===== src/common/cache_defines.svh =====
`ifndef CACHE_DEFINES_SVH
`define CACHE_DEFINES_SVH

// processor side byte address and data word
`define CACHE_ADDR_W   16
`define CACHE_WORD_W   32

// one cache line is four words
`define CACHE_LINE_W   128
`define CACHE_LINES    16

// address split: tag | index | word select | byte offset
`define CACHE_OFFSET_W 4
`define CACHE_WSEL_W   2
`define CACHE_INDEX_W  4
`define CACHE_TAG_W    8

`endif


===== src/common/cache_pkg.sv =====
`include "cache_defines.svh"

package cache_pkg;

  // address as the arrays see it
  typedef struct packed {
    logic [`CACHE_TAG_W-1:0]                   tag;
    logic [`CACHE_INDEX_W-1:0]                 index;
    logic [`CACHE_WSEL_W-1:0]                  wsel;
    logic [`CACHE_OFFSET_W-`CACHE_WSEL_W-1:0]  byte_off;
  } cache_fields_t;

  // the same 16 bits, either as a flat byte address or split into fields
  typedef union packed {
    logic [`CACHE_ADDR_W-1:0] word;
    cache_fields_t            fields;
  } cache_addr_u;

  // one block transfer towards the backing memory
  typedef struct packed {
    logic                     we;
    logic [`CACHE_ADDR_W-1:0] addr;
    logic [`CACHE_LINE_W-1:0] wdata;
  } mem_req_t;

  // statistics register map, word addressed
  typedef enum logic [1:0] {
    STAT_HITS       = 2'd0,
    STAT_MISSES     = 2'd1,
    STAT_WRITEBACKS = 2'd2
  } stat_sel_t;

endpackage


===== src/cache/cache_control.sv =====
`timescale 1ns/1ps

module cache_control (
  input  logic clock,
  input  logic reset,
  input  logic cyc,
  input  logic stb,
  input  logic we,
  input  logic hit,
  input  logic dirty,
  input  logic mem_ready,
  output logic ack,
  output logic sample,
  output logic fill,
  output logic write_word,
  output logic set_tag,
  output logic writeback_sel,
  output logic mem_valid,
  output logic mem_we,
  output logic ev_hit,
  output logic ev_miss,
  output logic ev_writeback
);

  typedef enum logic [1:0] {
    S_IDLE,
    S_LOOKUP,
    S_WRITEBACK,
    S_FILL
  } state_t;

  state_t state;
  state_t next_state;

  // set once a request has missed, so the repeated lookup is not counted again
  logic retry;

  always_ff @(posedge clock or posedge reset) begin
    if (reset) begin
      state <= S_IDLE;
    end else begin
      state <= next_state;
    end
  end

  always_ff @(posedge clock or posedge reset) begin
    if (reset) begin
      retry <= 1'b0;
    end else if (ack) begin
      retry <= 1'b0;
    end else if (state == S_LOOKUP && !hit) begin
      retry <= 1'b1;
    end
  end

  always_comb begin
    next_state    = state;
    ack           = 1'b0;
    sample        = 1'b0;
    fill          = 1'b0;
    write_word    = 1'b0;
    set_tag       = 1'b0;
    writeback_sel = 1'b0;
    mem_valid     = 1'b0;
    mem_we        = 1'b0;
    ev_hit        = 1'b0;
    ev_miss       = 1'b0;
    ev_writeback  = 1'b0;

    case (state)
      S_IDLE: begin
        if (cyc && stb) begin
          sample     = 1'b1;
          next_state = S_LOOKUP;
        end
      end

      S_LOOKUP: begin
        if (hit) begin
          ack        = 1'b1;
          write_word = we;
          ev_hit     = !retry;
          next_state = S_IDLE;
        end else begin
          ev_miss    = !retry;
          next_state = dirty ? S_WRITEBACK : S_FILL;
        end
      end

      // push the victim line out before refilling
      S_WRITEBACK: begin
        mem_valid     = 1'b1;
        mem_we        = 1'b1;
        writeback_sel = 1'b1;
        if (mem_ready) begin
          ev_writeback = 1'b1;
          next_state   = S_FILL;
        end
      end

      S_FILL: begin
        mem_valid = 1'b1;
        if (mem_ready) begin
          fill       = 1'b1;
          set_tag    = 1'b1;
          next_state = S_LOOKUP;
        end
      end

      default: next_state = S_IDLE;
    endcase
  end

  a_ack_in_cycle: assert property (
    @(posedge clock) disable iff (reset) ack |-> (cyc && stb)
  );

  // memory request may not be withdrawn before it is accepted
  a_mem_hold: assert property (
    @(posedge clock) disable iff (reset) (mem_valid && !mem_ready) |=> mem_valid
  );

endmodule


===== src/cache/cache_path.sv =====
`timescale 1ns/1ps
`include "cache_defines.svh"

module cache_path (
  input  logic                      clock,
  input  logic                      reset,
  input  cache_pkg::cache_addr_u    adr,
  input  logic [`CACHE_WORD_W-1:0]  dat_w,
  input  logic                      sample,
  input  logic                      fill,
  input  logic                      write_word,
  input  logic                      set_tag,
  input  logic                      writeback_sel,
  input  logic [`CACHE_LINE_W-1:0]  mem_rdata,
  output logic [`CACHE_WORD_W-1:0]  dat_r,
  output logic                      hit,
  output logic                      dirty,
  output cache_pkg::cache_addr_u    mem_addr,
  output logic [`CACHE_LINE_W-1:0]  mem_wdata
);
  import cache_pkg::*;

  // buffered request, every array below is indexed from it
  cache_addr_u               req_addr;
  logic [`CACHE_WORD_W-1:0]  req_data;

  logic [`CACHE_LINE_W-1:0]  data_mem [`CACHE_LINES];
  logic [`CACHE_TAG_W-1:0]   tag_mem  [`CACHE_LINES];
  logic [`CACHE_LINES-1:0]   valid_bits;
  logic [`CACHE_LINES-1:0]   dirty_bits;

  logic [`CACHE_INDEX_W-1:0] index;
  logic [`CACHE_WSEL_W-1:0]  wsel;
  logic [`CACHE_TAG_W-1:0]   req_tag;
  logic [`CACHE_LINE_W-1:0]  line;

  assign index   = req_addr.fields.index;
  assign wsel    = req_addr.fields.wsel;
  assign req_tag = req_addr.fields.tag;

  always_ff @(posedge clock) begin
    if (sample) begin
      req_addr <= adr;
      req_data <= dat_w;
    end
  end

  always_ff @(posedge clock or posedge reset) begin
    if (reset) begin
      valid_bits <= '0;
      dirty_bits <= '0;
    end else begin
      if (set_tag) begin
        valid_bits[index] <= 1'b1;
      end
      // a freshly filled line matches memory
      if (fill) begin
        dirty_bits[index] <= 1'b0;
      end else if (write_word) begin
        dirty_bits[index] <= 1'b1;
      end
    end
  end

  always_ff @(posedge clock) begin
    if (set_tag) begin
      tag_mem[index] <= req_tag;
    end
  end

  always_ff @(posedge clock) begin
    if (fill) begin
      data_mem[index] <= mem_rdata;
    end else if (write_word) begin
      data_mem[index][wsel*`CACHE_WORD_W +: `CACHE_WORD_W] <= req_data;
    end
  end

  assign line  = data_mem[index];
  assign dat_r = line[wsel*`CACHE_WORD_W +: `CACHE_WORD_W];
  assign hit   = valid_bits[index] && (tag_mem[index] == req_tag);
  assign dirty = dirty_bits[index];

  // victim address uses the stored tag, a fill uses the request tag
  always_comb begin
    mem_addr.fields.tag      = writeback_sel ? tag_mem[index] : req_tag;
    mem_addr.fields.index    = index;
    mem_addr.fields.wsel     = '0;
    mem_addr.fields.byte_off = '0;
  end

  assign mem_wdata = line;

  // a line is either refilled from memory or patched by the processor, not both
  a_fill_write_excl: assert property (
    @(posedge clock) disable iff (reset) !(fill && write_word)
  );

endmodule


===== src/logic/cache_stats.sv =====
`timescale 1ns/1ps
`include "cache_defines.svh"

module cache_stats (
  input  logic                      clock,
  input  logic                      reset,
  input  logic                      st_cyc,
  input  logic                      st_stb,
  input  logic                      st_we,
  input  cache_pkg::stat_sel_t      st_adr,
  input  logic                      ev_hit,
  input  logic                      ev_miss,
  input  logic                      ev_writeback,
  output logic [`CACHE_WORD_W-1:0]  st_dat_r,
  output logic                      st_ack
);
  import cache_pkg::*;

  logic [`CACHE_WORD_W-1:0] hit_count;
  logic [`CACHE_WORD_W-1:0] miss_count;
  logic [`CACHE_WORD_W-1:0] wb_count;
  logic                     access;

  // counters stick at all ones instead of wrapping
  function automatic logic [`CACHE_WORD_W-1:0] bump(
    input logic [`CACHE_WORD_W-1:0] count,
    input logic                     ev
  );
    if (ev && count != '1) begin
      return count + 1'b1;
    end
    return count;
  endfunction

  // the !st_ack term keeps a held strobe from being acked twice
  assign access = st_cyc && st_stb && !st_ack;

  always_ff @(posedge clock or posedge reset) begin
    if (reset) begin
      hit_count  <= '0;
      miss_count <= '0;
      wb_count   <= '0;
    end else if (access && st_we) begin
      hit_count  <= '0;
      miss_count <= '0;
      wb_count   <= '0;
    end else begin
      hit_count  <= bump(hit_count, ev_hit);
      miss_count <= bump(miss_count, ev_miss);
      wb_count   <= bump(wb_count, ev_writeback);
    end
  end

  always_ff @(posedge clock or posedge reset) begin
    if (reset) begin
      st_ack <= 1'b0;
    end else begin
      st_ack <= access;
    end
  end

  always_ff @(posedge clock) begin
    if (access) begin
      case (st_adr)
        STAT_HITS:       st_dat_r <= hit_count;
        STAT_MISSES:     st_dat_r <= miss_count;
        STAT_WRITEBACKS: st_dat_r <= wb_count;
        default:         st_dat_r <= '0;
      endcase
    end
  end

endmodule


===== src/logic/cache_top.sv =====
`timescale 1ns/1ps
`include "cache_defines.svh"

module cache_top (
  input  logic                      clock,
  input  logic                      reset,
  // processor port
  input  logic                      cyc,
  input  logic                      stb,
  input  logic                      we,
  input  cache_pkg::cache_addr_u    adr,
  input  logic [`CACHE_WORD_W-1:0]  dat_w,
  output logic [`CACHE_WORD_W-1:0]  dat_r,
  output logic                      ack,
  // statistics port
  input  logic                      st_cyc,
  input  logic                      st_stb,
  input  logic                      st_we,
  input  cache_pkg::stat_sel_t      st_adr,
  output logic [`CACHE_WORD_W-1:0]  st_dat_r,
  output logic                      st_ack,
  // backing memory
  output logic                      mem_valid,
  output cache_pkg::mem_req_t       mem_req,
  input  logic                      mem_ready,
  input  logic [`CACHE_LINE_W-1:0]  mem_rdata
);
  import cache_pkg::*;

  logic sample, fill, write_word, set_tag, writeback_sel;
  logic hit, dirty, mem_we;
  logic ev_hit, ev_miss, ev_writeback;

  cache_addr_u              mem_addr;
  logic [`CACHE_LINE_W-1:0] mem_wdata;

  cache_path u_path (
    .clock, .reset, .adr, .dat_w, .sample, .fill, .write_word, .set_tag,
    .writeback_sel, .mem_rdata, .dat_r, .hit, .dirty, .mem_addr, .mem_wdata
  );

  cache_control u_control (
    .clock, .reset, .cyc, .stb, .we, .hit, .dirty, .mem_ready, .ack, .sample,
    .fill, .write_word, .set_tag, .writeback_sel, .mem_valid, .mem_we,
    .ev_hit, .ev_miss, .ev_writeback
  );

  cache_stats u_stats (
    .clock, .reset, .st_cyc, .st_stb, .st_we, .st_adr, .ev_hit, .ev_miss,
    .ev_writeback, .st_dat_r, .st_ack
  );

  assign mem_req.we    = mem_we;
  assign mem_req.addr  = mem_addr.word;
  assign mem_req.wdata = mem_wdata;

endmodule


===== config.mk =====
export PLATFORM = sky130hd
export DESIGN_NAME = cache_top
export DESIGN_NICKNAME = d
export VERILOG_FILES = /design/src/common/cache_pkg.sv /design/src/cache/cache_control.sv /design/src/cache/cache_path.sv /design/src/logic/cache_stats.sv /design/src/logic/cache_top.sv
export VERILOG_INCLUDE_DIRS = /design/src /design/src/common
export SDC_FILE = /design/constraint.sdc
export NUM_CORES = 2
export LEC_CHECK = 0
export BUFFER_PORTS_ARGS = -buffer_cell sky130_fd_sc_hd__buf_4
export CORE_ASPECT_RATIO = 1.2
export CORE_MARGIN = 2
export CORE_UTILIZATION = 31
export DETAILED_ROUTE_END_ITERATION = 12
export GPL_ROUTABILITY_DRIVEN = 0
export PLACE_DENSITY_LB_ADDON = 0.2
export SLEW_MARGIN = 5
export SYNTH_ARGS = -nofsm -noshare
export SYNTH_HDL_FRONTEND = slang
export SYNTH_SLANG_ARGS = --single-unit
export TNS_END_PERCENT = 10

===== constraint.sdc =====
create_clock -name clock -period 7.5 [get_ports clock]
set_input_delay 0.375 -clock clock [delete_from_list [all_inputs] [get_ports clock]]
set_output_delay 0.375 -clock clock [all_outputs]
set_load 0.05 [all_outputs]

==> run_results.csv <==
group,metric,value,unit
worst_setup_path,reg2reg_setup_slack,1.95,ns
route,final_wirelength,312.2,mm
die,floorplan.die_area,311600,sq um
synth,syn_avg_cell_area,20.68,sq um
sta,maxClockFrequency,166.7,MHz
run,maxCapViolations,0,
cts,post_cts_buffers,0,
global_route,grt_antenna_before_repair,40,
pwr,cellPowerDensity,282.3,nW/um^2
global_route,grt_util_all_layers,19.78,%
cts,cts_max_level,5,
final_layout,layout_common_cells,"sky130_fd_sc_hd__edfxtp_1 (2254), sky130_fd_sc_hd__mux4_2 (693), sky130_fd_sc_hd__buf_4 (570)",
synth,number_of_distinct_standard_cells_referenced_by_the_synthesized_netlist,59,
route,wl_per_cell,32.87,um
sta,max_slew_violation_count,0,
placement,detailed_place_hpwl,193.3,mm
die,die_width,509.9,um
sta,max-slew-margin-rel,15.73,%
global_route,grt_pass1_wl,422.1,mm
worst_setup_path,critPathLaunchType,"register",
synth,yosys_warnings,0,
route,route.vias.total,49500,
sta,fin_tns_setup,0,ns
final_layout,layout.nets,5455,
worst_setup_path,timing.setup.critical_path_class,"register to output pin",
min_path,hp-start,"st_adr[0]",
sta,fin_crit_sh,80.01,%
die,start_util,31.19,%
synth,synthesis.area,95210,sq um
sta,final_critical_path_setup_slack,1.499,ns
route,drt-vias-per-instance,5.212,
die,floorplan.die.height,611.1,um
worst_setup_path,critical_path.reg2reg.endpoint,"u_path.data_mem[5][93]",
synth,synth_enable_flop_cells,2254,
global_route,number_of_global_route_vias_before_repair,50130,
cts,hold_bufs_at_cts,50,
synth,synth_async_reset_ratio,5.523,%
sta,final_period_minus_worst_setup_slack,6.001,ns
min_path,min_path_type,"primary input to register",
final_layout,layout_cells_sized_above_1,32.48,%
worst_setup_path,critical_path.endpoint,"dat_r[2]",
worst_setup_path,worstPathRequired,7.12,ns
cts,clkLatencyLatePin,0.86,ns
placement,port_buffers,392,
cts,cts_tree,"built",
cts,cts.reportedPaths.clkPinSlew,0.05,ns
synth,total_of_flip_flops_plus_latches_after_synthesis,2390,
sta,worst-slew-pin-transition,1.229,ns
cts,tritoncts.num_buffers,270,
die,io_pins,399,
cts,max-clock-path-buffers,4,
cts,clock-sinks,2390,
die,fp-row-count,222,
synth,synth-seq-area-share,74.64,%
worst_setup_path,path_max_fanout,75,
worst_setup_path,critical_path_endpoint_category,"output pin",
synth,synthesis.instances,4603,
pwr,peakVddDrop,0.0001781,V
synth,synthFlopType,"sky130_fd_sc_hd__edfxtp_1",
global_route,grt_max_degree,127,
route,detail_route.iter0.violations,5680,
worst_setup_path,crit_arrival,5.63,ns
placement,place_ws,1.852,ns
die,placeableCoreArea,305300,sq um
sta,grt_setup_unrepaired,"false",
final_layout,area_growth_syn_to_layout,18.67,%
worst_setup_path,r2r_cells,8,
cts,root_buffer,"sky130_fd_sc_hd__clkbuf_16",
route,drtPass1Iterations,7,
route,drc_errors,0,
pwr,total_leakage_power,37.53,nW
route,detail-route-antenna-nets,0,
final_layout,most_common_cell_after_layout_fill_and_taps_aside,"sky130_fd_sc_hd__edfxtp_1",
global_route,gr-total-overflow,0,
final_layout,fillers,27990,
sta,finClkSkew,0.07139,ns
cts,post_cts.resized_instances,0,
run_status,run_status,"completed",
sta,setup-violations-final,0,
sta,final-hold-violation-count,0,
==> sequential cells by signal, indices dropped and copies added (netlist names), 2 cells and up, named ones only <==
register and count:
u_control.state 2, u_path.valid_bits 16, u_path.req_data 32, u_path.req_addr 14, u_path.data_mem 2048, u_stats.miss_count 32, u_path.tag_mem 128, u_stats.st_dat_r 32
u_stats.wb_count 32, u_stats.hit_count 32
==> metal layers <==
| layer | vias to the layer above | GRT usage [%] | wire length [um] |
|---|---|---|---|
| li1 | 20130 | - | - |
| met1 | 27140 | 25.84 | 125200 |
| met5 | - | 0 | 41 |
| met2 | 1861 | 32.68 | 153100 |
| met3 | 365 | 4.205 | 22730 |
| met4 | 6 | 6.590 | 11150 |
==> report_power, final <==
group | total (mW) | switching, mW | internal (mW)
Combinational | 4.44 | 3.01 | 1.43
Clock | 12.4 | 5.34 | 7.10
Sequential | 15.0 | 0.170 | 14.8
==> cell families after synthesis <==
group	synth area share [%]
flip-flops	74.64
multiplexers	18.65
AND/OR/NAND/NOR	3.153
buffers and inverters	1.728
AO/OA/AOI/OAI	1.118
XOR/XNOR	0.5427
adder cells (fa/ha/maj)	0.1577
other	0.003939
==> cell type report <==
class | count | area, sq um | share of cell area, %
flip-flops and latches | 2390 | 71080 | 62.91
diodes | 17 | 42.54 | 0.03765
well taps | 4032 | 5045 | 4.465
clock inverters | 109 | 864.6 | 0.7652
repair buffers | 630 | 4980 | 4.407
multi-input cells | 1809 | 23120 | 20.47
clock buffers | 356 | 7256 | 6.422
inverters | 155 | 595.6 | 0.5271
==> worst min path at each step <==
stage | endpoint | cells past startpoint | slack, ns
finish | u_stats.st_dat_r[11] | 2 | 0.07
detailed placement | u_path.valid_bits[4] | 1 | 0.45
global placement | u_path.valid_bits[5] | 1 | 0.45
global route | u_stats.st_dat_r[11] | 2 | 0.05
CTS | u_stats.st_dat_r[25] | 2 | 0.01
floorplan | u_path.valid_bits[10] | 1 | 0.43
==> metrics by stage <==
| step | hold WS, ns | cell area, sq um | std cells | total power [mW] | utilization, % |
|---|---|---|---|---|---|
| after global routing | 0.04854 | 112900 | 9482 | 32.84 | 37.00 |
| after detailed placement | 0.4476 | 104300 | 8966 | 19.77 | 34.16 |
| after CTS | 0.01405 | 112900 | 9481 | 32.22 | 36.99 |
| after floorplan | 0.4337 | 95220 | 4606 | 17.74 | - |
| after global placement | 0.4455 | 104300 | 8966 | 19.75 | 34.16 |
| final | 0.06951 | 113000 | 9498 | 31.90 | 37.01 |
==> worst max-delay path, cell delays in order, from the launching register on <==
cell and delay [ns]:
sky130_fd_sc_hd__dfxtp_4 0.90, sky130_fd_sc_hd__buf_4 0.79, sky130_fd_sc_hd__buf_12 0.54, sky130_fd_sc_hd__mux4_2 0.34, sky130_fd_sc_hd__nor2b_1 0.13, sky130_fd_sc_hd__a211oi_1 0.07, sky130_fd_sc_hd__a21oi_1 0.96, sky130_fd_sc_hd__mux4_2 0.60
sky130_fd_sc_hd__buf_4 0.25
==> cell usage after synthesis (3+ instances only) <==
master / number / area share [%]
sky130_fd_sc_hd__mux4_2: 693 / 16
sky130_fd_sc_hd__mux2i_1: 197 / 2.1
sky130_fd_sc_hd__or2_2: 17 / 0.11
sky130_fd_sc_hd__nor3_1: 29 / 0.15
sky130_fd_sc_hd__or3_1: 13 / 0.085
sky130_fd_sc_hd__nor2b_1: 24 / 0.16
sky130_fd_sc_hd__dfrtp_1: 132 / 3.5
sky130_fd_sc_hd__o31ai_1: 8 / 0.063
sky130_fd_sc_hd__nand3b_1: 3 / 0.024
sky130_fd_sc_hd__nand2_1: 238 / 0.94
sky130_fd_sc_hd__o211ai_1: 8 / 0.063
sky130_fd_sc_hd__a211oi_1: 16 / 0.13
sky130_fd_sc_hd__nor2_1: 195 / 0.77
sky130_fd_sc_hd__mux2_2: 16 / 0.19
sky130_fd_sc_hd__and3_1: 15 / 0.099
sky130_fd_sc_hd__buf_2: 28 / 0.15
sky130_fd_sc_hd__xnor2_1: 30 / 0.28
sky130_fd_sc_hd__a31o_2: 11 / 0.10
sky130_fd_sc_hd__clkbuf_1: 153 / 0.60
sky130_fd_sc_hd__or4_1: 11 / 0.087
sky130_fd_sc_hd__nand2b_1: 12 / 0.079
sky130_fd_sc_hd__o21ai_0: 43 / 0.23
sky130_fd_sc_hd__a31oi_1: 17 / 0.11
sky130_fd_sc_hd__dfxtp_1: 4 / 0.084
sky130_fd_sc_hd__nand4_1: 19 / 0.12
sky130_fd_sc_hd__xor2_1: 29 / 0.27
sky130_fd_sc_hd__o22ai_1: 5 / 0.033
sky130_fd_sc_hd__nand3_1: 51 / 0.27
sky130_fd_sc_hd__and2_1: 7 / 0.046
sky130_fd_sc_hd__and4_1: 6 / 0.055
sky130_fd_sc_hd__buf_6: 3 / 0.035
sky130_fd_sc_hd__buf_1: 52 / 0.21
sky130_fd_sc_hd__buf_4: 16 / 0.13
sky130_fd_sc_hd__ha_1: 12 / 0.16
sky130_fd_sc_hd__edfxtp_1: 2254 / 71
sky130_fd_sc_hd__a21oi_1: 51 / 0.27
sky130_fd_sc_hd__inv_1: 152 / 0.60
sky130_fd_sc_hd__nor3b_1: 4 / 0.032
Note: power is estimated with default switching activity, not from simulation.
